$ cat config.mk
export PLATFORM = sky130hd
export DESIGN_NAME = ray_id_pool
export DESIGN_NICKNAME = d
export VERILOG_FILES = /design/src/rtl/shader_pkg.sv /design/src/rtl/ray_id_pool.sv
export SDC_FILE = /design/constraint.sdc
export NUM_CORES = 2
export LEC_CHECK = 0
export BUFFER_PORTS_ARGS = -buffer_cell sky130_fd_sc_hd__buf_2
export CAP_MARGIN = 20
export CORE_MARGIN = 4
export CORE_UTILIZATION = 45
export CTS_CLUSTER_SIZE = 12
export DETAILED_ROUTE_END_ITERATION = 7
export MAX_ROUTING_LAYER = met4
export SLEW_MARGIN = 30
export SYNTH_ARGS = -nofsm -noshare
export SYNTH_HDL_FRONTEND = slang
export SYNTH_MEMORY_MAX_BITS = 65536
export SYNTH_SLANG_ARGS = --single-unit
$ cat constraint.sdc
create_clock -name clk -period 6.4 [get_ports clk]
set_clock_uncertainty 0.1 [all_clocks]
set_input_delay 1.28 -clock clk [delete_from_list [all_inputs] [get_ports clk]]
set_output_delay 1.28 -clock clk [all_outputs]
set_load 0.01 [all_outputs]
$ cat src/rtl/shader_pkg.sv
package shader_pkg;

  // ------------------------------
  // widths
  // ------------------------------
  localparam int ray_id_w   = 9;
  localparam int num_rays   = 512;
  localparam int pixel_id_w = 19;
  localparam int tri_id_w   = 16;

  // origin or direction, three 32-bit components
  localparam int coord_w    = 96;
  localparam int color_w    = 24;

  // output fifo toward the pixel buffer
  localparam int out_queue_depth = 4;

  // ------------------------------
  // colour table
  // ------------------------------
  localparam logic [color_w-1:0] miss_color        = 24'h101830;
  localparam logic [color_w-1:0] tri0_color        = 24'hd02020;
  localparam logic [color_w-1:0] tri1_color        = 24'h20c040;
  localparam logic [color_w-1:0] hit_default_color = 24'h8080f0;

  // triangle ids with their own colour
  localparam logic [tri_id_w-1:0] tri0_id = 16'h0000;
  localparam logic [tri_id_w-1:0] tri1_id = 16'h0004;

  // stand-in for real shading
  function automatic logic [color_w-1:0] calc_color(
    input logic                is_hit,
    input logic [tri_id_w-1:0] tri_id
  );
    logic [color_w-1:0] color;
    if (!is_hit) begin
      color = miss_color;
    end else if (tri_id == tri0_id) begin
      color = tri0_color;
    end else if (tri_id == tri1_id) begin
      color = tri1_color;
    end else begin
      color = hit_default_color;
    end
    return color;
  endfunction

endpackage
$ cat src/rtl/ray_id_pool.sv
module ray_id_pool
  import shader_pkg::*;
(
  input  logic                clk,
  input  logic                rst,
  input  logic                push,
  input  logic [ray_id_w-1:0] push_id,
  input  logic                pop,
  output logic [ray_id_w-1:0] head_id,
  output logic                empty,
  output logic                initialising
);

  logic [ray_id_w-1:0] mem [num_rays];
  logic [ray_id_w-1:0] wr_ptr;
  logic [ray_id_w-1:0] rd_ptr;
  logic [ray_id_w:0]   count;
  logic [ray_id_w-1:0] init_cnt;
  logic                full;
  logic                wr_en;
  logic [ray_id_w-1:0] wr_data;

  assign empty = (count == '0);
  assign full  = (count == (ray_id_w+1)'(num_rays));

  // fill with 0..num_rays-1 first, returned ids only afterwards
  assign wr_en   = initialising | push;
  assign wr_data = initialising ? init_cnt : push_id;

  // first word fall through
  assign head_id = mem[rd_ptr];

  always_ff @(posedge clk) begin
    if (wr_en) begin
      mem[wr_ptr] <= wr_data;
    end
  end

  always_ff @(posedge clk) begin
    if (rst) begin
      wr_ptr       <= '0;
      rd_ptr       <= '0;
      count        <= '0;
      init_cnt     <= '0;
      initialising <= 1'b1;
    end else begin
      if (wr_en) wr_ptr <= wr_ptr + 1'b1;
      if (pop)   rd_ptr <= rd_ptr + 1'b1;
      count <= count + wr_en - pop;
      if (initialising) begin
        init_cnt <= init_cnt + 1'b1;
        if (init_cnt == ray_id_w'(num_rays - 1)) initialising <= 1'b0;
      end
    end
  end

  // issue side must respect empty, result side can never overfill
  a_no_pop_empty: assert property (@(posedge clk) disable iff (rst) pop |-> !empty);
  a_no_push_full: assert property (@(posedge clk) disable iff (rst) wr_en |-> !full);

endmodule

Word-level counts from Yosys, hierarchy flattened. Memory sizes are Yosys's and may differ from the RTL's. A register that Yosys moved wholly into a read port is not among the register bits. Cells that the tools add are included.

$add $sub $neg: 5. Bitwise gates (word level): 1. Reduce and logical (&&, ||, !) cells: 1. Eq/ne operators: 1. Multiplexer cells: 7.

Operators by type and width (count): 9-bit by 1-bit adder with 9-bit output (second input constant) (3); 9-bit two-way mux (3); 10-bit by 1-bit adder with 10-bit output (1); 10-bit logical NOT (1); 10-bit by 1-bit subtractor with 10-bit output (1); 9-bit equality test (second input constant) (1); 1-bit two-way mux (4); 1-bit OR (1).

Output and inout bits: 11. Memories kept: 1. Register bits: 38. Word-level logic and storage cells: 21. RAM bits: 4608. Input bits: 13.

Memory list: mem (depth 512, bits a word 9, rd ports 1, clocked after memory_dff 1, wr ports 1, line ray_id_pool.sv:14) `logic [ray_id_w-1:0] mem [num_rays];`.

Logic depth before layout (Yosys ltp).
Depth after elaboration: 3. Gate-level depth with buffers: 12.

Least setup slack after synthesis. No wires, ideal clock.

Path kind: input -> register. Start: input push_id[2]. End: memory mem[0][2] (data pin). Setup time: 915 ps. Stages: 1. Path slack: 588 ps. Arrival time: 4797 ps. Path buffers: 0. Required time: 5385 ps. Cells stage by stage: mux2_2.

Word-level cells in the longest chain between the ends: 1.

Ends and longest elaborated chain: start, declared (line ray_id_pool.sv:7) `input logic [ray_id_w-1:0] push_id,`; 9-bit two-way mux (line ray_id_pool.sv:28) `assign wr_data = initialising ? init_cnt : push_id;`; end, declared (line ray_id_pool.sv:14).

Every way passes these cells.

==> impl_metrics.json <==
{
  "outcome": "completed",
  "fin_cells": 14188,
  "synth.avg_cell_area_um2": 21.5,
  "criticalPathCategory": "reg2out",
  "ir_drop_mv": 0.253,
  "muxShareOfSynthArea_pct": 16.4,
  "drtIter0Drc": 9764,
  "fin_nets": 8630,
  "place_area_um2": 187000,
  "io-pin-count": 24,
  "hold_violations": 0,
  "initial_utilization_pct": 45.3,
  "dieArea_um2": 409000,
  "area_growth_pct": 12.1,
  "synth_nets": 8400,
  "synthArstFlopShare_pct": 0,
  "fin_crit_sh_pct": 99.2,
  "cts.clk_slew.worst_paths_ns": 0.06,
  "numPortBuffers": 23,
  "cts_tree": "built",
  "crit_path_start_kind": "register",
  "cts_sinks": 4655,
  "synthFlopType": "edfxtp_1",
  "rsz0062_at_grt": "yes",
  "routedWlPerCell_um": 31.5,
  "rows": 231,
  "holdPathStages": 2,
  "grt_use_met1_pct": 31.6,
  "hp-class": "reg2reg",
  "holdWs_ns": 0.429,
  "crit_fanout": 56,
  "dp.cells": 13356,
  "final.setup.worst_slack_ns": 0.0499,
  "slew_violations": 0,
  "cp_cell_sequence": "buf_16 -> buf_16 -> mux2_2 -> o221ai_1 -> a221oi_1 -> a31oi_2 -> nand4_1 -> and3_1 -> buf_2",
  "yosysMostFrequentCell": "edfxtp_1",
  "clkLatencyLatePin_ns": 0.99,
  "die_h_um": 640,
  "crit_arrival_ns": 4.97,
  "multiInputGateArea_um2": 38600,
  "synth_edf_count": 4608,
  "synthAdderAreaFrac_pct": 0.157,
  "grt_pass1_vias": 87833,
  "antenna_left": 0,
  "crit_top_cell": "buf_16",
  "fillCellCount": 30871,
  "final_cell_area_um2": 201000,
  "synth.yosys.seq_area_share_pct": 77.6,
  "drv_cap": 0,
  "synthTopCellsByArea": "edfxtp_1, mux4_2, mux2i_1",
  "synthTopCellsByCount": "edfxtp_1, mux4_2, nor2_1, mux2i_1, clkbuf_1",
  "synth_xor_area_share_pct": 0.127,
  "synth_top_area_share_pct": 77.0,
  "grt_max_degree": 189,
  "clock.fmax_mhz": 157,
  "synth_seq_cells": 4655,
  "vias": 85768,
  "clockBufferDepth": 4,
  "gr-usage-met3_pct": 3.34,
  "ctsRootBufferMaster": "clkbuf_16",
  "yosysTopAreaCell": "edfxtp_1",
  "dieWidth_um": 640,
  "cp_slowest_stage_delay_ns": 0.61,
  "ctsHoldBuffers": 0,
  "ys_types": 53,
  "firstDrtPassIters": 5,
  "p_per_area_nw_per_um2": 307,
  "register_area_um2": 139000,
  "vias_per_cell": 6.05,
  "grtUsageTotal_pct": 22.4,
  "grt.overflow.total": 0,
  "cp_slowest_cell": "dfxtp_4",
  "setup_viol": 0,
  "grt_pass1_wl_um": 645000,
  "ys_warn_count": 0,
  "dp_worst_setup_slack_ns": 0.418,
  "grt_busiest_layer": "met2",
  "antenna_found_initial": 23,
  "totalWireLength_um": 447000,
  "met2_usage_pct": 34.4,
  "postLayoutCoreUtil_pct": 50.7,
  "cp.required_ns": 5.02,
  "place.gp.congestion": 0.814,
  "drive_above_1_share_pct": 24.6,
  "placeableCoreArea_um2": 397000,
  "slew_headroom_pct": 28.6,
  "hpwlAfterDp_um": 265000,
  "cts_buffers": 463,
  "p_leak_nw": 60.7,
  "setup_tns_ns": 0,
  "synth_simple_gate_area_share_pct": 2.44,
  "synth_top_family_by_area": "multiplexers",
  "cts_max_level": 5,
  "min_period_ns": 6.35,
  "drt_drc_violations_left": 0,
  "endpoint_kind": "output pin",
  "synth-compound-area-share_pct": 1.96,
  "tightest_slew_ns": 1.07,
  "finalPower_mw": 61.8,
  "syn_inst": 8365,
  "reg2reg_depth": 5,
  "synth_area_um2": 180000
}
[placed cells by master, fill, tap and decap left out, types with 21 or more instances in the layout]
master	n
a21oi_1	132
buf_12	70
buf_2	22
buf_4	162
clkbuf_1	159
clkbuf_16	469
clkinv_1	71
clkinv_2	37
dfxtp_1	41
diode_2	40
edfxtp_1	4608
ha_1	21
mux2_2	36
mux2i_1	289
mux4_2	1153
nand2_1	161
nand3_1	109
nand4_1	23
nor2_1	553
nor2_2	104
o21ai_0	224
o221ai_1	27
o22ai_1	110
o2bb2ai_1	36
[cell families (layout without fill, tap and decap cells)]
| group | count (synthesis) | after routing |
|---|---|---|
| other | 0 | 40 |
| DFF | 4655 | 4655 |
| buffers and inverters | 530 | 1070 |
| xor gates and xnor gates | 26 | 26 |
| adders and majority gates | 22 | 22 |
| and+or+nand+nor | 1052 | 1053 |
| AOI/OAI and AO/OA | 593 | 593 |
| muxes | 1487 | 1487 |
[path summary, 6_finish.rpt]
check / slack, ns / startpoint / end
worst max-delay path: 0.05 / register / head_id[2]
worst min-delay path: 0.43 / wr_ptr[1] / wr_ptr[1]
worst max register to register: 1.80 / initialising / mem[143][6]
worst min register to register: 0.43 / wr_ptr[1] / wr_ptr[1]
[worst max-delay path, delay by kind of cell (launching register included)]
family / cells / cell delay (ns)
and+or+nand+nor: 2 / 0.90
DFF: 1 / 0.61
buffers and inverters: 3 / 0.92
muxes: 1 / 0.39
AOI/OAI and AO/OA: 3 / 1.07
[power by group]
group	total [mW]	internal [mW]	switching, mW
combinational	3.63	1.64	1.99
sequential	33.4	33.3	0.0304
clock	24.8	13.7	11.1
total	61.8	48.7	13.1
[layer usage]
layer  wire (um)  share of wire (%)
met1      185000                 41
met2      217000                 49
met3       32800                7.4
met4       11600                2.6
met5           0                  0
[flip-flops by register name, summed over array words and instances, names as in the netlist, named ones only]
name,cells
count,10
init_cnt,9
initialising,1
mem,4608
rd_ptr,9
wr_ptr,9
[cell type report]
class / count / area share [%]
Sequential cell: 4655 / 69.2
Multi-Input combinational cell: 3181 / 19.2
Clock buffer: 638 / 6.19
Tap cell: 5242 / 3.26
Timing Repair Buffer: 277 / 1.60
Clock inverter: 138 / 0.508
Antenna cell: 40 / 0.0497
Inverter: 17 / 0.0317
[timing repair]
action	in CTS	in global routing
pin swaps	7	4
cloned	2	0
setup endpoints to repair	9	7
endpoints found under the hold margin	0	0
buffers inserted	9	1
gates resized for setup	27	6
Note: power is estimated with default switching activity, not from simulation.
