$ cat src/rtl/shader_pkg.sv
package shader_pkg;

  // ------------------------------
  // widths
  // ------------------------------
  localparam int ray_id_w   = 9;
  localparam int num_rays   = 512;
  localparam int pixel_id_w = 19;
  localparam int tri_id_w   = 16;

  // origin or direction, three 32-bit components
  localparam int coord_w    = 96;
  localparam int color_w    = 24;

  // output fifo toward the pixel buffer
  localparam int out_queue_depth = 4;

  // ------------------------------
  // colour table
  // ------------------------------
  localparam logic [color_w-1:0] miss_color        = 24'h101830;
  localparam logic [color_w-1:0] tri0_color        = 24'hd02020;
  localparam logic [color_w-1:0] tri1_color        = 24'h20c040;
  localparam logic [color_w-1:0] hit_default_color = 24'h8080f0;

  // triangle ids with their own colour
  localparam logic [tri_id_w-1:0] tri0_id = 16'h0000;
  localparam logic [tri_id_w-1:0] tri1_id = 16'h0004;

  // stand-in for real shading
  function automatic logic [color_w-1:0] calc_color(
    input logic                is_hit,
    input logic [tri_id_w-1:0] tri_id
  );
    logic [color_w-1:0] color;
    if (!is_hit) begin
      color = miss_color;
    end else if (tri_id == tri0_id) begin
      color = tri0_color;
    end else if (tri_id == tri1_id) begin
      color = tri1_color;
    end else begin
      color = hit_default_color;
    end
    return color;
  endfunction

endpackage
$ cat src/rtl/result_arbiter.sv
module result_arbiter
  import shader_pkg::*;
(
  input  logic                     clk,
  input  logic                     rst,
  input  logic [3:0]               in_valid,
  input  logic [3:0][ray_id_w-1:0] in_ray_id,
  input  logic [tri_id_w-1:0]      in_tri_id,
  input  logic                     out_stall,
  output logic [3:0]               in_stall,
  output logic                     out_valid,
  output logic [ray_id_w-1:0]      out_ray_id,
  output logic [tri_id_w-1:0]      out_tri_id,
  output logic                     out_is_hit
);

  // sources: 0 pcalc, 1 int, 2 sint, 3 ss
  logic [1:0] last;
  logic [1:0] win;
  logic [1:0] idx;
  logic [3:0] grant;
  logic       found;
  logic       load;

  // slot takes a new entry when empty or draining this cycle
  assign load = ~out_valid | ~out_stall;

  // round robin, search starts just after the last winner
  always_comb begin
    grant = '0;
    win   = last;
    found = 1'b0;
    for (int off = 1; off <= 4; off++) begin
      idx = last + 2'(off);
      if (!found && in_valid[idx]) begin
        grant[idx] = 1'b1;
        win        = idx;
        found      = 1'b1;
      end
    end
  end

  assign in_stall = load ? (in_valid & ~grant) : 4'hf;

  always_ff @(posedge clk) begin
    if (rst) begin
      out_valid <= 1'b0;
      last      <= 2'd3;
    end else if (load) begin
      out_valid <= found;
      if (found) last <= win;
    end
  end

  // pcalc and int are hits, int counts as triangle 0
  always_ff @(posedge clk) begin
    if (load && found) begin
      out_ray_id <= in_ray_id[win];
      out_is_hit <= (win[1] == 1'b0);
      out_tri_id <= (win == 2'd0) ? in_tri_id : '0;
    end
  end

  // last winner never wins again while another source waits
  a_round_robin: assert property (@(posedge clk) disable iff (rst)
    (load && found && |(in_valid & ~(4'b0001 << last))) |-> win != last);

endmodule

$ cat config.mk
export PLATFORM = sky130hd
export DESIGN_NAME = result_arbiter
export DESIGN_NICKNAME = d
export VERILOG_FILES = /design/src/rtl/shader_pkg.sv /design/src/rtl/result_arbiter.sv
export SDC_FILE = /design/constraint.sdc
export NUM_CORES = 1
export LEC_CHECK = 0
export BUFFER_PORTS_ARGS = -buffer_cell sky130_fd_sc_hd__buf_2
export CAP_MARGIN = 40
export CELL_PAD_IN_SITES_DETAIL_PLACEMENT = 1
export CELL_PAD_IN_SITES_GLOBAL_PLACEMENT = 2
export CORE_AREA = 4 4 93 95
export CTS_CLUSTER_SIZE = 28
export DETAILED_ROUTE_END_ITERATION = 8
export DIE_AREA = 0 0 97 99
export PLACE_DENSITY = 0.83
export REMOVE_ABC_BUFFERS = 1
export SLEW_MARGIN = 40
export SYNTH_ARGS = -nofsm -noshare
export SYNTH_HDL_FRONTEND = slang
export SYNTH_SLANG_ARGS = --single-unit
$ cat constraint.sdc
create_clock -name clk -period 5.5 [get_ports clk]
set_input_delay 0.55 -clock clk [delete_from_list [all_inputs] [get_ports clk]]
set_output_delay 0.55 -clock clk [all_outputs]
set_load 0.005 [all_outputs]
# After elaboration in Yosys (flattened, before gate mapping)
# Cells that the tools add are included.
[totals] ff_bits=29 input_bits=59 output_inout_bits=31 word_cells=70
[op_classes] n_addsub=3 order_cmp=9 mux=31 bitwise=9 reduce_logical=13
[ops] cell="4-bit two-way mux" n=5
[ops] cell="9-bit binary-select mux with 2-bit select" n=1
[ops] cell="2-bit by 3-bit < comparator with 1-bit output (second input constant)" n=5
[ops] cell="1-bit two-way mux" n=12
[ops] cell="4-bit bitwise OR" n=3
[ops] cell="9-bit two-way mux" n=1
[ops] cell="1-bit binary-select mux with 2-bit select" n=4
[ops] cell="1-bit demux with 2-bit select" n=4
[ops] cell="2-bit by 1-bit >= comparator with 1-bit output (second input constant)" n=4
[ops] cell="1-bit logical AND" n=8
[ops] cell="2-bit two-way mux" n=4
[ops] cell="2-bit adder (second input constant)" n=2
[ops] cell="4-bit AND" n=1
[ops] cell="4-bit inverter" n=1
[ops] cell="1-bit logical NOT" n=3
[ops] cell="1-bit inverter" n=3
[ops] cell="2-bit by 1-bit adder with 2-bit output (second input constant)" n=1
[ops] cell="2-bit logical NOT" n=1
[ops] cell="2-bit AND reduction" n=1
[ops] cell="1-bit bitwise OR" n=1

# Longest topological paths before layout
[logic_depth] depth_word=16 depth_mapped=13 mapped_depth_nobuf=7

# Worst setup path after synthesis
# No wires, ideal clock.
[synth_path] path_kind="register -> register" startpoint="reg last[0]" endpoint="reg out_tri_id[0] (data pin)" setup_ps=257 arrival_ps=3103 required_time_ps=5243 setup_slack_ps=2140 stages_incl_launch_ff=14 n_path_buf=6 period_less_slack_ps=3360 cell_sequence="dfxtp_1 > buf_2 > inv_1 > clkbuf_1 > clkbuf_1 > ha_1 > buf_2 > mux4_2 > nor2b_1 > buf_6 > nor2_8 > xnor2_4 > buf_4 > nor3b_2"
[synth_via] elab_chain_cells=14 word_cells_on_any_way=25 cone_classes="3 x add/sub; 15 x mux; 7 x reduce/logical"
[synth_lines] element="from (decl)" line_no="result_arbiter.sv:18" rtl="logic [1:0] last;"
[synth_lines] element="from (signal assigned)" line_no="result_arbiter.sv:51" rtl="if (found) last <= win;"
[synth_lines] element="2-bit by 1-bit adder with 2-bit output" line_no="result_arbiter.sv:34" rtl="idx = last + 2'(off);"
[synth_lines] element="1-bit binary-select mux with 2-bit select" line_no="result_arbiter.sv:35" rtl="if (!found && in_valid[idx]) begin"
[synth_lines] element="1-bit two-way mux (not written as such)" line_no="result_arbiter.sv:35"
[synth_lines] element="1-bit two-way mux" line_no="result_arbiter.sv:35"
[synth_lines] element="1-bit logical NOT" line_no="result_arbiter.sv:35"
[synth_lines] element="1-bit logical AND" line_no="result_arbiter.sv:35"
[synth_lines] element="1-bit two-way mux" line_no="result_arbiter.sv:35"
[synth_lines] element="1-bit logical NOT" line_no="result_arbiter.sv:35"
[synth_lines] element="1-bit logical AND" line_no="result_arbiter.sv:35"
[synth_lines] element="1-bit two-way mux" line_no="result_arbiter.sv:35"
[synth_lines] element="1-bit logical NOT" line_no="result_arbiter.sv:35"
[synth_lines] element="1-bit logical AND" line_no="result_arbiter.sv:35"
[synth_lines] element="2-bit two-way mux (*)" line_no="result_arbiter.sv:35"
[synth_lines] element="2-bit logical NOT (*)" line_no="result_arbiter.sv:60" rtl="out_tri_id <= (win == 2'd0) ? in_tri_id : '0;"
[synth_lines] element="to (signal assigned)" line_no="result_arbiter.sv:60"
[synth_lines] element="to (decl)" line_no="result_arbiter.sv:13" rtl="output logic [tri_id_w-1:0] out_tri_id,"
# Mark *: on every way between the ends. The rest lies on a longest branch, timed or not. The select of a mux whose other input is x is not followed.
# A chain may end at the register's enable or synchronous reset.

# Worst setup path after layout
[layout_path] startpoint="reg last[0]" endpoint="out in_stall[3]"
[layout_via] elab_chain_cells=16 word_cells_on_any_way=50 cone_classes="3 x add/sub; 8 x order compare; 24 x mux; 5 x bitwise; 10 x reduce/logical"
[layout_lines] element="branches (longest 12 deep; another with 2-bit by 3-bit < comparator with 1-bit output)"
[layout_lines] element="4-bit two-way mux (*)" line_no="result_arbiter.sv:35"
[layout_lines] element="4-bit inverter (*)" line_no="result_arbiter.sv:43" rtl="assign in_stall = load ? (in_valid & ~grant) : 4'hf;"
[layout_lines] element="4-bit AND (*)" line_no="result_arbiter.sv:43"
[layout_lines] element="4-bit two-way mux (*)" line_no="result_arbiter.sv:43"
[layout_lines] element="to (decl)" line_no="result_arbiter.sv:10" rtl="output logic [3:0] in_stall,"
# Every way passes the cells marked *. The select of a mux whose other input is x is not followed.

==> impl_metrics.yaml <==
yosys:
  netlist_area_um2: 2470
  synth-main-ff-cell: "edfxtp_1"
  ys_seq_area_share_pct: 34.1
  yosys_register_bits: 29
  yosys_warnings: 0
  synth_top_cell_area_share_pct: 31.7
  synth.most_common_cell: "nand2_1"
  synth-edff-count: 26
  synth.cells.most_frequent: "nand2_1, edfxtp_1, a22oi_1"
  netlist_instances: 257
  yosysUniqueCellTypes: 42
  synth_area_leaders: "edfxtp_1, nand2_1, nor3b_2, a22oi_1, mux2i_1"
  synth.avg_cell_area_um2: 9.60
  synth_area_leader_cell: "edfxtp_1"
  async_reset_ff_share_pct: 0
flow_run:
  max_cap_viol_count: 0
cts:
  postCtsSetupBuffers: 0
  clk_latency_ns: 0.27
  cts_tree: "built"
  cts-root-buf: "clkbuf_8"
  cts.sinks: 29
  ctsLongestPathBuffers: 2
  h-tree-depth: 2
  ctsResizeCount: 0
  cts_hold_repair.buffers: 0
  cts-buffers-inserted: 5
  clk_pin_slew_ns: 0.06
final_layout:
  nets: 397
  fillers: 943
  syn_to_final_growth_pct: 22.1
  postLayoutCellArea_um2: 3010
  drive_gt1_share_pct: 38.7
  diodes: 0
place:
  dp_slack_ns: 1.86
  placed_cell_area_um2: 2910
  gp_congestion: 0.743
  hpwl_um: 4960
  numPortBuffers: 89
sta:
  rsz0062_at_grt: "no"
  tightest_slew_ns: 0.715
  final.setup.tns_ns: 0
  setup_viol: 0
  period_share_pct: 65.9
  relSlewSlack_pct: 52.3
  slew_violations: 0
  period_needed_ns: 3.63
  fin_ws_ns: 1.87
  holdWs_ns: 0.463
  fmax_ghz: 0.276
  finalClockSkew_ns: 0.00468
  hold_violations: 0
detailed_routing:
  totalWireLength_um: 7030
  drtAntennaViolNets: 0
  wl_per_cell_um: 16.2
  drt_iter0_markers: 143
  drc: 0
  vias: 2247
  viasPerCell: 5.19
  drtPass1Iterations: 4
critical_path:
  worst-path-buf-inv: 2
  cp-end-kind: "output pin"
  r2r_slack_ns: 2.13
  critPathTopFamily: "flip-flops"
  arrival_ns: 3.08
  slowest_delay_ns: 0.74
  criticalPathCategory: "register to output pin"
  worstSetupStartpointType: "register"
  crit_chain: "inv_1 > ha_1 > mux4_2 > nor3b_4 > a221oi_1 > a21o_1 > buf_2"
  path_max_fanout: 54
  required_ns: 4.95
  crit_path_top_delay_cell: "dfxtp_4"
global_route:
  grt_use_total_pct: 14.6
  grt_pass1_wl_um: 11600
  gr-total-overflow: 0
  grt_pass1_vias: 2234
  grt_max_degree: 55
  antenna_found_initial: 0
pwr:
  p_per_area_nw_per_um2: 584
  leakagePower_nw: 1.34
  ir_worst_vdd_mv: 0.172
floorplanning:
  die_w_um: 97
  start_util_pct: 31.9
  die_y_um: 99
  rows: 32
  dieArea_um2: 9600
  core-area_um2: 7730
  ios: 90
hold_path:
  min_path_type: "input pin to register"
run_status:
  status: "finished clean"
## metrics by stage
step | util, % | instances | total power [mW]
4_1_cts | 38.7 | 433 | 1.78
5_1_grt | 39.0 | 433 | 1.92
6_report | 39.0 | 433 | 1.76
3_3_place_gp | 37.6 | 425 | 1.57
3_5_place_dp | 37.7 | 425 | 1.61
2_1_floorplan | - | 232 | 1.26
## state kept, by name (all words and copies together) (netlist names)
| register | count |
|---|---|
| out_tri_id | 16 |
| out_valid | 1 |
| last | 2 |
| out_ray_id | 9 |
| out_is_hit | 1 |
## power by group
part	leakage, nW	internal, mW	switching [mW]
sequential	0.304	0.398	0.0916
clock	0.0430	0.0848	0.0765
combinational	0.997	0.459	0.648
total	1.34	0.942	0.816
## cell type report
| class | instances | area (um^2) | area share [%] |
|---|---|---|---|
| multi-input combinational | 199 | 1480 | 49.2 |
| sequential | 29 | 845 | 28.0 |
| timing repair buffer | 91 | 460 | 15.3 |
| tap | 102 | 128 | 4.24 |
| clock buffer | 5 | 68.8 | 2.29 |
| inverter | 4 | 15.0 | 0.499 |
| clock inverter | 3 | 12.5 | 0.415 |
## final timing paths
check / start / to / cells past startpoint
worst max-delay path: last[0] / in_stall[3] / 7
worst min-delay path: rst / out_valid / 2
worst max register to register: last[0] / out_tri_id[14] / 7
worst min register to register: out_valid / out_valid / 2
## logic make-up after synthesis
family	Yosys count	synth area share, %
AOI/OAI and AO/OA	57	18.2
xor gates and xnor gates	1	1.12
adders and majority gates	8	4.06
buffers and inverters	29	6.85
DFF	29	34.1
muxes	15	7.66
and+or+nand+nor	118	28.0
## per-layer routing
metal  part of all wire [%]  vias to the layer above  global-route usage, %
met2                     48                       72                   23.8
met3                    5.3                        5                   3.54
met1                     46                     1062                   19.7
li1                       -                     1108                      -
met4                   0.88                        0                   3.56
met5                      0                        -                      0
## cell usage in the layout, fill, tap and decap left out, drive strengths merged
cell type | synthesis | routed
o41ai | 2 | 2
a211o | 1 | 1
nor4 | 1 | 1
ha | 8 | 8
dfxtp | 3 | 3
nand2b | 1 | 1
buf | 14 | 91
mux2 | 1 | 1
a21boi | 1 | 1
mux2i | 11 | 11
nor3 | 1 | 1
o311a | 1 | 1
and4 | 9 | 9
nand2 | 67 | 67
nor2b | 2 | 2
clkinv | 0 | 3
o22ai | 1 | 1
o21ai | 1 | 1
clkbuf | 11 | 5
a311oi | 10 | 10
edfxtp | 26 | 26
xnor2 | 1 | 1
a21bo | 1 | 1
and3b | 2 | 2
a221oi | 4 | 4
inv | 4 | 4
a31o | 1 | 1
nor3b | 19 | 19
a22oi | 18 | 18
a211oi | 10 | 10
a21oi | 2 | 2
mux4 | 3 | 3
a21o | 3 | 3
and2 | 1 | 1
o21ba | 1 | 1
nor2 | 15 | 15
Power figures use the tool's default switching activity.
