<file path="config.mk">
export PLATFORM = sky130hd
export DESIGN_NAME = pixel_out_queue
export DESIGN_NICKNAME = d
export VERILOG_FILES = /design/src/rtl/shader_pkg.sv /design/src/rtl/pixel_out_queue.sv
export SDC_FILE = /design/constraint.sdc
export NUM_CORES = 1
export LEC_CHECK = 0
export ABC_CLOCK_PERIOD_IN_PS = 6050
export BUFFER_PORTS_ARGS = -buffer_cell sky130_fd_sc_hd__buf_4
export CORE_MARGIN = 1
export CORE_UTILIZATION = 25
export CTS_CLUSTER_DIAMETER = 200
export DETAILED_ROUTE_END_ITERATION = 7
export GPL_ROUTABILITY_DRIVEN = 0
export PLACE_DENSITY = 0.37
export SYNTH_ARGS = -nofsm -noshare
export SYNTH_HDL_FRONTEND = slang
export SYNTH_SLANG_ARGS = --single-unit
</file>
<file path="constraint.sdc">
create_clock -name clk -period 6.05 [get_ports clk]
set_clock_uncertainty 0.1 [all_clocks]
set_input_delay 0.605 -clock clk [delete_from_list [all_inputs] [get_ports clk]]
set_output_delay 0.605 -clock clk [all_outputs]
set_load 0.01 [all_outputs]
</file>
<file path="src/rtl/shader_pkg.sv">
package shader_pkg;

  // ------------------------------
  // widths
  // ------------------------------
  localparam int ray_id_w   = 9;
  localparam int num_rays   = 512;
  localparam int pixel_id_w = 19;
  localparam int tri_id_w   = 16;

  // origin or direction, three 32-bit components
  localparam int coord_w    = 96;
  localparam int color_w    = 24;

  // output fifo toward the pixel buffer
  localparam int out_queue_depth = 4;

  // ------------------------------
  // colour table
  // ------------------------------
  localparam logic [color_w-1:0] miss_color        = 24'h101830;
  localparam logic [color_w-1:0] tri0_color        = 24'hd02020;
  localparam logic [color_w-1:0] tri1_color        = 24'h20c040;
  localparam logic [color_w-1:0] hit_default_color = 24'h8080f0;

  // triangle ids with their own colour
  localparam logic [tri_id_w-1:0] tri0_id = 16'h0000;
  localparam logic [tri_id_w-1:0] tri1_id = 16'h0004;

  // stand-in for real shading
  function automatic logic [color_w-1:0] calc_color(
    input logic                is_hit,
    input logic [tri_id_w-1:0] tri_id
  );
    logic [color_w-1:0] color;
    if (!is_hit) begin
      color = miss_color;
    end else if (tri_id == tri0_id) begin
      color = tri0_color;
    end else if (tri_id == tri1_id) begin
      color = tri1_color;
    end else begin
      color = hit_default_color;
    end
    return color;
  endfunction

endpackage
</file>
<file path="src/rtl/pixel_out_queue.sv">
module pixel_out_queue
  import shader_pkg::*;
(
  input  logic                  clk,
  input  logic                  rst,
  input  logic                  in_valid,
  input  logic [pixel_id_w-1:0] in_pixel_id,
  input  logic [tri_id_w-1:0]   in_tri_id,
  input  logic                  in_is_hit,
  input  logic                  pb_full,
  output logic                  room,
  output logic                  pb_we,
  output logic [pixel_id_w-1:0] pb_pixel_id,
  output logic [color_w-1:0]    pb_color
);

  logic [pixel_id_w-1:0] pix_mem [out_queue_depth];
  logic [tri_id_w-1:0]   tri_mem [out_queue_depth];
  logic                  hit_mem [out_queue_depth];

  logic [$clog2(out_queue_depth)-1:0]   wr_ptr;
  logic [$clog2(out_queue_depth)-1:0]   rd_ptr;
  logic [$clog2(out_queue_depth+1)-1:0] count;
  logic                                 empty;
  logic                                 full;
  logic                                 rd_en;

  assign empty = (count == '0);
  assign full  = (count == out_queue_depth);

  // leave space for the entry already on its way from the ram
  assign room = (count + in_valid) < out_queue_depth;

  // ------------------------------
  // read side, pixel buffer
  // ------------------------------
  assign rd_en       = ~empty & ~pb_full;
  assign pb_we       = rd_en;
  assign pb_pixel_id = pix_mem[rd_ptr];
  assign pb_color    = calc_color(hit_mem[rd_ptr], tri_mem[rd_ptr]);

  always_ff @(posedge clk) begin
    if (in_valid) begin
      pix_mem[wr_ptr] <= in_pixel_id;
      tri_mem[wr_ptr] <= in_tri_id;
      hit_mem[wr_ptr] <= in_is_hit;
    end
  end

  always_ff @(posedge clk) begin
    if (rst) begin
      wr_ptr <= '0;
      rd_ptr <= '0;
      count  <= '0;
    end else begin
      if (in_valid) begin
        wr_ptr <= (wr_ptr == out_queue_depth - 1) ? '0 : wr_ptr + 1'b1;
      end
      if (rd_en) begin
        rd_ptr <= (rd_ptr == out_queue_depth - 1) ? '0 : rd_ptr + 1'b1;
      end
      count <= count + in_valid - rd_en;
    end
  end

  // room must have held back the arbiter in time
  a_no_overflow: assert property (@(posedge clk) disable iff (rst) in_valid |-> !full);

endmodule

</file>
# After elaboration in Yosys (flattened, before gate mapping)
# Memories as Yosys holds them, arrays and structs flattened. A register that Yosys moved wholly into a read port is not among the register bits.
# Index checks and enable logic that the tools add are counted.
[word_totals] wordCells=33 ramBits=144 n_memories=3 register_bits=7 in_bits=40 output_inout_bits=45
[op_classes] n_mux=13 n_eq_ne=3 n_addsub=5 magnitude_cmp=1 bitwise=3 n_reduce_logical=2
[memory_table] memory="pix_mem" depth=4 word_bits=19 rd=1 rd_clocked_by_memory_dff=1 write_ports=1 line_no="pixel_out_queue.sv:17" source="logic [pixel_id_w-1:0] pix_mem [out_queue_depth];"
[memory_table] memory="tri_mem" depth=4 word_bits=16 rd=1 rd_clocked_by_memory_dff=1 write_ports=1 line_no="pixel_out_queue.sv:18" source="logic [tri_id_w-1:0] tri_mem [out_queue_depth];"
[memory_table] memory="hit_mem" depth=4 word_bits=1 rd=1 rd_clocked_by_memory_dff=1 write_ports=1 line_no="pixel_out_queue.sv:19" source="logic hit_mem [out_queue_depth];"
[op_table] cell="$mux W24" n=3
[op_table] cell="$eq A16 B3 Y1 const B" n=1
[op_table] cell="$logic_not A16 Y1" n=1
[op_table] cell="$mux W2" n=8
[op_table] cell="$add A2 B1 Y2 const B" n=2
[op_table] cell="$add A3 B1 Y4" n=1
[op_table] cell="$eq A2 B2 Y1 const B" n=2
[op_table] cell="$lt A4 B3 Y1 const B" n=1
[op_table] cell="$add A3 B1 Y3" n=1
[op_table] cell="$logic_not A3 Y1" n=1
[op_table] cell="$sub A3 B1 Y3" n=1
[op_table] cell="$mux W1" n=2
[op_table] cell="$not A1 Y1" n=2
[op_table] cell="$and A1 B1 Y1" n=1

# Longest topological paths before layout
# Gate-level depths: netlist of run 1.
[logic_depth] word_depth=5 mapped_depth=7 depth_no_buf=7

# Worst setup path before layout of run 1
# No wires, ideal clock.
[synth_timing] kind="register to output" startpoint="mem tri_mem[1][8]" endpoint="out pb_color[21]" required_time_ns=5.345 setup_slack_ns=3.700 t_arrival_ns=1.645 stages_incl_launch_ff=6 n_path_buf=1 path_cell_list="edfxtp_1 -> or4_4 -> nor2_1 -> mux4_2 -> and4b_1 -> buf_4"
[synth_lines] element="start, declared" line_no="pixel_out_queue.sv:18"
[synth_lines] element="end, declared" line_no="pixel_out_queue.sv:14" source="output logic [color_w-1:0] pb_color"

==> results of run 1 <==
## power breakdown
part / switching (mW) / internal (mW)
clock: 0.414 / 0.606
combinational: 0.152 / 0.181
sequential: 0.0566 / 1.22
## metal layers
metal / wire (um) / track usage / vias to the layer above / share of wire
li1: - / - / 1262 / -
met1: 5230 / 0.129 / 1361 / 0.47
met2: 5170 / 0.158 / 80 / 0.46
met3: 628 / 0.0394 / 10 / 0.056
met4: 100 / 0.0375 / 0 / 0.0090
met5: 0 / 0 / - / 0
## worst max-delay path by stage
stage	startpoint	endpoint	slack, ns
after floorplan	tri_mem[1][8]$_DFFE_PP_	pb_color[21]	3.70
after global placement	flip-flop	pb_color[13]	3.20
after detailed placement	flip-flop	pb_color[14]	3.15
after CTS	flip-flop	pb_color[14]	2.69
after global routing	flip-flop	pb_color[14]	2.47
final	flip-flop	pb_color[22]	2.77
## worst max-delay path, cell delays in order (launching register included)
cell                      delay (ns)
sky130_fd_sc_hd__dfxtp_2        0.86
sky130_fd_sc_hd__nor4b_1        0.30
sky130_fd_sc_hd__o21ai_0        0.15
sky130_fd_sc_hd__o22ai_2        0.42
sky130_fd_sc_hd__and4b_1        0.29
sky130_fd_sc_hd__buf_4          0.13
## cells by family (layout without fill, tap and decap cells)
kind of cell	count (synthesis)	count (layout)	synth area share
XOR/XNOR	1	1	0.00154
multiplexers	26	26	0.0919
adder cells (fa/ha/maj)	8	8	0.0189
buffers and inverters	28	110	0.0301
flip-flops	153	153	0.790
AO/OA/AOI/OAI	16	16	0.0189
other	1	11	0.000658
AND/OR/NAND/NOR	47	47	0.0483
## cell type report
type	instances	area (um^2)
fillers	2125	15000
clock inverters	15	151
clock buffers	17	425
well taps	280	350
inverters	5	18.8
repair buffers	73	548
multi-input cells	109	1070
flip-flops and latches	153	4510
## flip-flops by register name (all words and copies together), names as in the netlist, named ones only
name     flops
pix_mem     76
count        3
hit_mem      4
tri_mem     64
rd_ptr       2
wr_ptr       2
## layout by cell type (no fill, tap or decap), types with 2 or more instances in the layout
cell type	n
sky130_fd_sc_hd__bufinv_16	2
sky130_fd_sc_hd__clkbuf_16	17
sky130_fd_sc_hd__clkinv_4	4
sky130_fd_sc_hd__dfxtp_1	7
sky130_fd_sc_hd__or4_1	7
sky130_fd_sc_hd__a31oi_1	2
sky130_fd_sc_hd__nor4_1	4
sky130_fd_sc_hd__ha_1	7
sky130_fd_sc_hd__inv_1	5
sky130_fd_sc_hd__and2_2	4
sky130_fd_sc_hd__inv_6	2
sky130_fd_sc_hd__o21ai_0	4
sky130_fd_sc_hd__edfxtp_1	144
sky130_fd_sc_hd__nor2_1	14
sky130_fd_sc_hd__clkinv_1	3
sky130_fd_sc_hd__a22oi_1	2
sky130_fd_sc_hd__dfxtp_2	2
sky130_fd_sc_hd__nor2b_1	2
sky130_fd_sc_hd__nor3_1	3
sky130_fd_sc_hd__nor4b_1	2
sky130_fd_sc_hd__and4b_1	2
sky130_fd_sc_hd__a21oi_1	3
sky130_fd_sc_hd__buf_4	73
sky130_fd_sc_hd__nand2_1	4
sky130_fd_sc_hd__mux4_2	21
sky130_fd_sc_hd__mux2i_1	4
sky130_fd_sc_hd__conb_1	11
sky130_fd_sc_hd__clkinvlp_4	3
==> flow_summary.toml, run 1 <==
[die]
num_rows = 54
die_x_um = 153
design.portCount = 85
design.die.area_um2 = 23400
chipHeight_um = 153
initial_core_util = 0.258
core_area_um2 = 22100

[detailed_routing]
vias = 2713
drc = 0
drt_pass1_iterations = 4
via_per_inst = 4.16
wirelength_um = 11100
wire_per_inst_um = 17.1
detail_route.iter0.violations = 87
antenna_violating_nets_post_route = 0

[clock_tree]
clk_root_buffer_cell = "sky130_fd_sc_hd__clkbuf_16"
clock_insertion_delay_worst_skew_ns = 0.41
ctsResizeCount = 0
cts_max_level = 4
cts.sink_count = 153
clk_transition_reported_paths_ns = 0.06
cts_post_setup_buffers_inserted = 0
cts_made_buffers = 17
cts_max_path_buffers = 2
cts_hold_buf = 0
cts_tree = "done"

[yosys]
synth.distinct_cells = 36
synth-seq-cells = 153
synthDominantCellAreaShare = 0.758
netlist.top_cell.by_area = "sky130_fd_sc_hd__edfxtp_1"
netlist_instances = 280
synth.yosys.warnings = 0
synth.yosys.seq_area_share = 0.790
synth_edf_count = 144
post_synth_top_flop = "sky130_fd_sc_hd__edfxtp_1"
synth-async-reset-ratio = 0
synthesis.area_per_instance_um2 = 20.4
synthesis.area_um2 = 5700
synth.most_common_cell = "sky130_fd_sc_hd__edfxtp_1"
synth_common_cells = "sky130_fd_sc_hd__edfxtp_1, sky130_fd_sc_hd__mux4_2, sky130_fd_sc_hd__buf_4, sky130_fd_sc_hd__nor2_1, sky130_fd_sc_hd__dfxtp_1"
post_synth_main_area_contributors = "sky130_fd_sc_hd__edfxtp_1, sky130_fd_sc_hd__mux4_2, sky130_fd_sc_hd__dfxtp_1, sky130_fd_sc_hd__buf_4, sky130_fd_sc_hd__ha_1"

[sta]
worstMarginPinSlew_ns = 1.04
setup_viol = 0
final.hold.worst_slack_ns = 0.287
grt_setup_unrepaired = "no"
worst_slew_margin_rel = 0.308
finalMaxSlewViolations = 0
setup_tns_final_ns = 0
post-route-min-period_ns = 3.28
fmax_mhz = 304
final-hold-violation-count = 0
postLayoutSetupSlackWorst_ns = 2.77
layout_worst_path_cycle_share = 0.543

[critical_path]
end_kind = "output port"
worstPathArrival_ns = 2.58
timing_worst_setup_path_type = "reg -> out"
timing.critical_path.required_ns = 5.34
reg2reg_setup_slack_ns = 4.13
crit-reg2reg-capture = "pix_mem[3][0]$_DFFE_PP_"
worstReg2RegStart = "wr_ptr[0]$_SDFFE_PP0P_"
ff2ff_path_depth = 2
worst_setup_path_start_kind = "flip-flop"
critical_path.max_fanout = 31

[global_route]
global_route_wire_length_before_repair_um = 17300
vias_in_the_first_global_route = 2967
antenna_found_initial = 0
maximum_number_of_pins_on_one_net_before_global_route_repair = 37
track_usage = 0.102
globalRoute.totalOverflow = 0

[layout]
areaGrowthSynthToFinish_pct = 24.0
antenna-diode-count = 0
final_util = 0.320
design_area_um2 = 7070
instances_no_fill = 652
post_route_cells_drive_above_1_share = 0.360
layout.nets = 407

[hold_path]
worstHoldEndpoint = "pix_mem[1][13]$_DFFE_PP_"
timing.hold.worst.start = "in_pixel_id[13]"
timing.hold.worst.class = "in -> reg"
min_path_cells = 1

[placed_design]
placement.io_buffers = 73
dp.cells = 620
placedInstanceArea_um2 = 6490
place_ws_ns = 3.15
detailedPlacementHpwl_um = 6900

[status]
outcome = "finished clean"

[job]
maxCapViolations = 0

[pwr]
design_power_total_mw = 2.63
vdd_drop_max_mv = 0.177
power_density_nw_per_um2 = 372
cellLeakagePower_nw = 2.38
Note: power is estimated with default switching activity, not from simulation.
==> inputs of run 2 (changes only) <==
Settings changed: ABC_CLOCK_PERIOD_IN_PS 6050 to 2900, PLACE_DENSITY 0.37 to 0.39.
Clock period 6.05 ns to 2.9 ns, I/O delays scaled along.
==> flow_summary.toml, run 2 (synthesized netlist as in run 1, its figures left out) <==
[clock_tree]
cts_max_level = 4
clk_root_buffer_cell = "sky130_fd_sc_hd__clkbuf_16"
clk_transition_reported_paths_ns = 0.06
cts_made_buffers = 17
cts_max_path_buffers = 2
cts.sink_count = 153
clock_insertion_delay_worst_skew_ns = 0.41
cts_tree = "done"

[status]
outcome = "finished clean"

[sta]
final-hold-violation-count = 0
setup_tns_final_ns = 0
post-route-min-period_ns = 2.68
finalMaxSlewViolations = 0
final.hold.worst_slack_ns = 0.111
worstMarginPinSlew_ns = 0.661
worst_slew_margin_rel = 0.559
layout_worst_path_cycle_share = 0.924
fmax_mhz = 373
grt_setup_unrepaired = "no"
setup_viol = 0

[layout]
layout.nets = 452
areaGrowthSynthToFinish_pct = 31.7
largest_register_ff_count = 76
post_route_cells_drive_above_1_share = 0.345
sequential_area_um2 = 4510
antenna-diode-count = 0
layout_common_cells = "sky130_fd_sc_hd__edfxtp_1, sky130_fd_sc_hd__buf_4, sky130_fd_sc_hd__dlygate4sd3_1"
mostFrequentLayoutCell = "sky130_fd_sc_hd__edfxtp_1"
nFillCells = 2122
top_register = "pix_mem"
top_regs = "pix_mem x76, tri_mem x64, hit_mem x4"
instances_no_fill = 697
design_area_um2 = 7510
multi_input_area_um2 = 1070

[global_route]
grt_util_met1 = 0.133
antenna_found_initial = 0
grt_busiest_layer = "met2"
use_met2 = 0.166
track_usage = 0.104
vias_in_the_first_global_route = 3050
maximum_number_of_pins_on_one_net_before_global_route_repair = 37
global_route_wire_length_before_repair_um = 17900
globalRoute.totalOverflow = 0
global_routing_usage_on_met3 = 0.0309

[detailed_routing]
antenna_violating_nets_post_route = 0
wire_per_inst_um = 16.3
drt_pass1_iterations = 4
vias = 2910
wirelength_um = 11400
via_per_inst = 4.18
drc = 0
detail_route.iter0.violations = 118

[critical_path]
timing.critical_path.required_ns = 2.51
critical_path.max_fanout = 18
worst_setup_path_start_kind = "flip-flop"
end_kind = "output port"
timing_worst_setup_path_type = "reg -> out"
worstPathArrival_ns = 2.29
reg2reg_setup_slack_ns = 0.99

[placed_design]
detailedPlacementHpwl_um = 7310
placedInstanceArea_um2 = 6580
dp.cells = 628
placement.io_buffers = 73

[pwr]
cellLeakagePower_nw = 2.59
vdd_drop_max_mv = 0.348
power_density_nw_per_um2 = 736
design_power_total_mw = 5.53

[die]
design.portCount = 85
chipHeight_um = 153
die_x_um = 153
num_rows = 54
core_area_um2 = 22100
initial_core_util = 0.258
design.die.area_um2 = 23400

[job]
maxCapViolations = 0

[hold_path]
timing.hold.worst.class = "in -> reg"
run 2: changes by cell type in the layout (fill, tap and decap cells not counted), sizes merged:
| cell | change |
|---|---|
| bufinv | -1 |
| dlygate4sd3 | +37 |
| buf | +8 |
| clkinv | -2 |
| clkinvlp | -2 |
| inv | +5 |
run 2: where the power goes:
| group | internal (mW) | total, mW | switching (mW) |
|---|---|---|---|
| combinational | 0.433 | 0.834 | 0.400 |
| clock | 1.20 | 2.10 | 0.900 |
| sequential | 2.54 | 2.60 | 0.0604 |
| total | 4.17 | 5.53 | 1.36 |
run 2: cell type report:
class	count	share of cell area
flip-flops and latches	153	0.600
multi-input cells	109	0.142
repair buffers	118	0.134
clock buffers	17	0.0566
well taps	280	0.0466
clock inverters	15	0.0183
inverters	5	0.00250
run 2: timing repair:
action,CTS,global route
hold buffers,37,0
endpoints found under the hold margin,151,0
endpoints found under the setup margin,0,0
buffers inserted,0,0
resized for setup,0,0
run 2: per-stage QoR:
stage / util / setup slack (ns)
5_1_grt: 0.340 / 0.0535
4_1_cts: 0.340 / 0.118
2_1_floorplan: - / 0.865
3_5_place_dp: 0.298 / 0.616
6_report: 0.340 / 0.220
3_3_place_gp: 0.298 / 0.614
run 2: critical path, stage by stage (launching register included):
cell and delay (ns):
sky130_fd_sc_hd__dfxtp_2 0.52, sky130_fd_sc_hd__buf_4 0.38, sky130_fd_sc_hd__nor4_1 0.10, sky130_fd_sc_hd__o21ai_0 0.22, sky130_fd_sc_hd__o22ai_2 0.18, sky130_fd_sc_hd__a31oi_1 0.30
sky130_fd_sc_hd__buf_4 0.18
run 2: path summary, 6_finish.rpt:
check | depth (start not counted) | from | end
worst max-delay path | 6 | flip-flop | pb_color[15]
worst min-delay path | 3 | in_valid | wr_ptr[0]$_SDFFE_PP0P_
worst max register to register | 7 | count[1]$_SDFF_PP0_ | count[2]$_SDFF_PP0_
worst min register to register | 2 | rd_ptr[0]$_SDFFE_PP0P_ | flip-flop
run 2: metal layers:
metal / share of wire / up-vias
li1: - / 1350
met3: 0.041 / 10
met1: 0.47 / 1464
met5: 0 / -
met2: 0.48 / 86
met4: 0.0097 / 0
==> inputs of run 3 (changes only) <==
Settings changed: CORE_ASPECT_RATIO set to 0.5, HOLD_SLACK_MARGIN set to 0.08.
==> flow_summary.toml, run 3 (synthesized netlist as in run 1, its figures left out) <==
[detailed_routing]
drt_pass1_iterations = 4
drc = 0
vias = 2883
antenna_violating_nets_post_route = 0
detail_route.iter0.violations = 79
wirelength_um = 11400
wire_per_inst_um = 16.0
via_per_inst = 4.04

[critical_path]
critical_path.max_fanout = 18
worstPathBufferInverterCount = 1
worst_setup_path_start_kind = "flip-flop"
worstPathCellList = "nor4b_1 -> o21ai_0 -> o22ai_2 -> and4b_1 -> buf_4"
timing_worst_setup_path_type = "reg -> out"
timing.critical_path.slowest_stage_cell = "sky130_fd_sc_hd__dfxtp_2"
worstPathArrival_ns = 2.18
cpLargestDelayFamily = "flip-flops"
cp_slowest_stage_delay_ns = 0.60
timing.critical_path.required_ns = 2.51
end_kind = "output port"

[sta]
final-hold-violation-count = 0
fmax_mhz = 389
setup_tns_final_ns = 0
setup_viol = 0
post-route-min-period_ns = 2.57
layout_worst_path_cycle_share = 0.886
grt_setup_unrepaired = "no"
worst_slew_margin_rel = 0.662
finalMaxSlewViolations = 0
worstMarginPinSlew_ns = 0.507
final.hold.worst_slack_ns = 0.115
postLayoutSetupSlackWorst_ns = 0.331

[layout]
design_area_um2 = 7600
post_route_cells_drive_above_1_share = 0.333
top_register = "pix_mem"
areaGrowthSynthToFinish_pct = 33.3
instances_no_fill = 714
layout_common_cells = "sky130_fd_sc_hd__edfxtp_1, sky130_fd_sc_hd__buf_4, sky130_fd_sc_hd__dlygate4sd3_1"
layout.nets = 450
final_util = 0.345
mostFrequentLayoutCell = "sky130_fd_sc_hd__edfxtp_1"
largest_register_ff_count = 76
top_regs = "pix_mem x76, tri_mem x64, hit_mem x4"
antenna-diode-count = 0

[global_route]
global_route_wire_length_before_repair_um = 17600
antenna_found_initial = 1
globalRoute.totalOverflow = 0
vias_in_the_first_global_route = 3101
track_usage = 0.104
maximum_number_of_pins_on_one_net_before_global_route_repair = 26

[status]
outcome = "finished clean"

[clock_tree]
cts_hold_buf = 37
clk_root_buffer_cell = "sky130_fd_sc_hd__clkbuf_16"
cts_post_setup_buffers_inserted = 0
cts.sink_count = 153
ctsResizeCount = 0
cts_max_path_buffers = 2
clock_insertion_delay_worst_skew_ns = 0.41
cts_max_level = 4
cts_made_buffers = 17
clk_transition_reported_paths_ns = 0.06
cts_tree = "done"

[pwr]
proportion_of_power_drawn_by_combinational_gates = 0.139
netSwitchingPower_mw = 1.29
power.share.switching = 0.223
power_frac_seq = 0.454
vdd_drop_max_mv = 0.370
cellLeakagePower_nw = 2.60
design_power_total_mw = 5.78
power_density_nw_per_um2 = 760
power.clock.fraction = 0.407
p_int_mw = 4.49

[placed_design]
place_ws_ns = 0.692
placement.io_buffers = 73
placedInstanceArea_um2 = 6600
detailedPlacementHpwl_um = 7850
dp.cells = 646

[die]
design.portCount = 85
die_x_um = 216
design.die.area_um2 = 23500
num_rows = 38
initial_core_util = 0.259
core_area_um2 = 22000
chipHeight_um = 109

[hold_path]
timing.hold.worst.class = "in -> reg"

[job]
maxCapViolations = 0
-- run 3: changes by cell type in the layout (fill, tap and decap cells not counted), sizes merged --
cell	previous run	this run
inv	12	7
bufinv	1	5
clkinv	6	2
buf	81	79
clkbuf	17	19
clkinvlp	1	3
-- run 3: layer usage --
layer / track usage / vias to the layer above / part of all wire
li1: - / 1343 / -
met5: 0 / - / 0.00088
met2: 0.186 / 47 / 0.53
met3: 0.0321 / 13 / 0.033
met1: 0.116 / 1478 / 0.42
met4: 0.0441 / 2 / 0.013
-- run 3: area by class of cell --
cell class                      count  area, um^2
Multi-Input combinational cell    109        1070
Inverter                            5        18.8
Tap cell                          300         375
Timing Repair Buffer              116        1000
Clock buffer                       19         433
Clock inverter                     12         198
Fill cell                        2074       14400
Sequential cell                   153        4510
-- run 3: tightest hold or removal path: cells and delay by family --
| kind | cells | cell delay [ns] |
|---|---|---|
| muxes | 1 | 0.09 |
| and+or+nand+nor | 1 | 0.07 |
| buffers and inverters | 1 | 0.14 |
-- run 3: path summary, 6_finish.rpt --
kind,start,endpoint,slack [ns],cells after the start
setup / recovery,flip-flop,pb_color[22],0.33,5
hold / removal,in_valid,wr_ptr[1]$_SDFFE_PP0P_,0.12,3
setup reg to reg,count[0]$_SDFF_PP0_,count[2]$_SDFF_PP0_,1.00,7
hold reg to reg,rd_ptr[1]$_SDFFE_PP0P_,rd_ptr[1]$_SDFFE_PP0P_,0.43,2
-- run 3: power groups by stage --
stage	logic (mW)	registers [mW]	clock network [mW]
detailed placement	0.785	2.67	0
global route	0.877	2.64	2.51
finish	0.805	2.62	2.35
floorplan	0.486	2.62	0
global placement	0.768	2.66	0
CTS	0.829	2.63	2.41
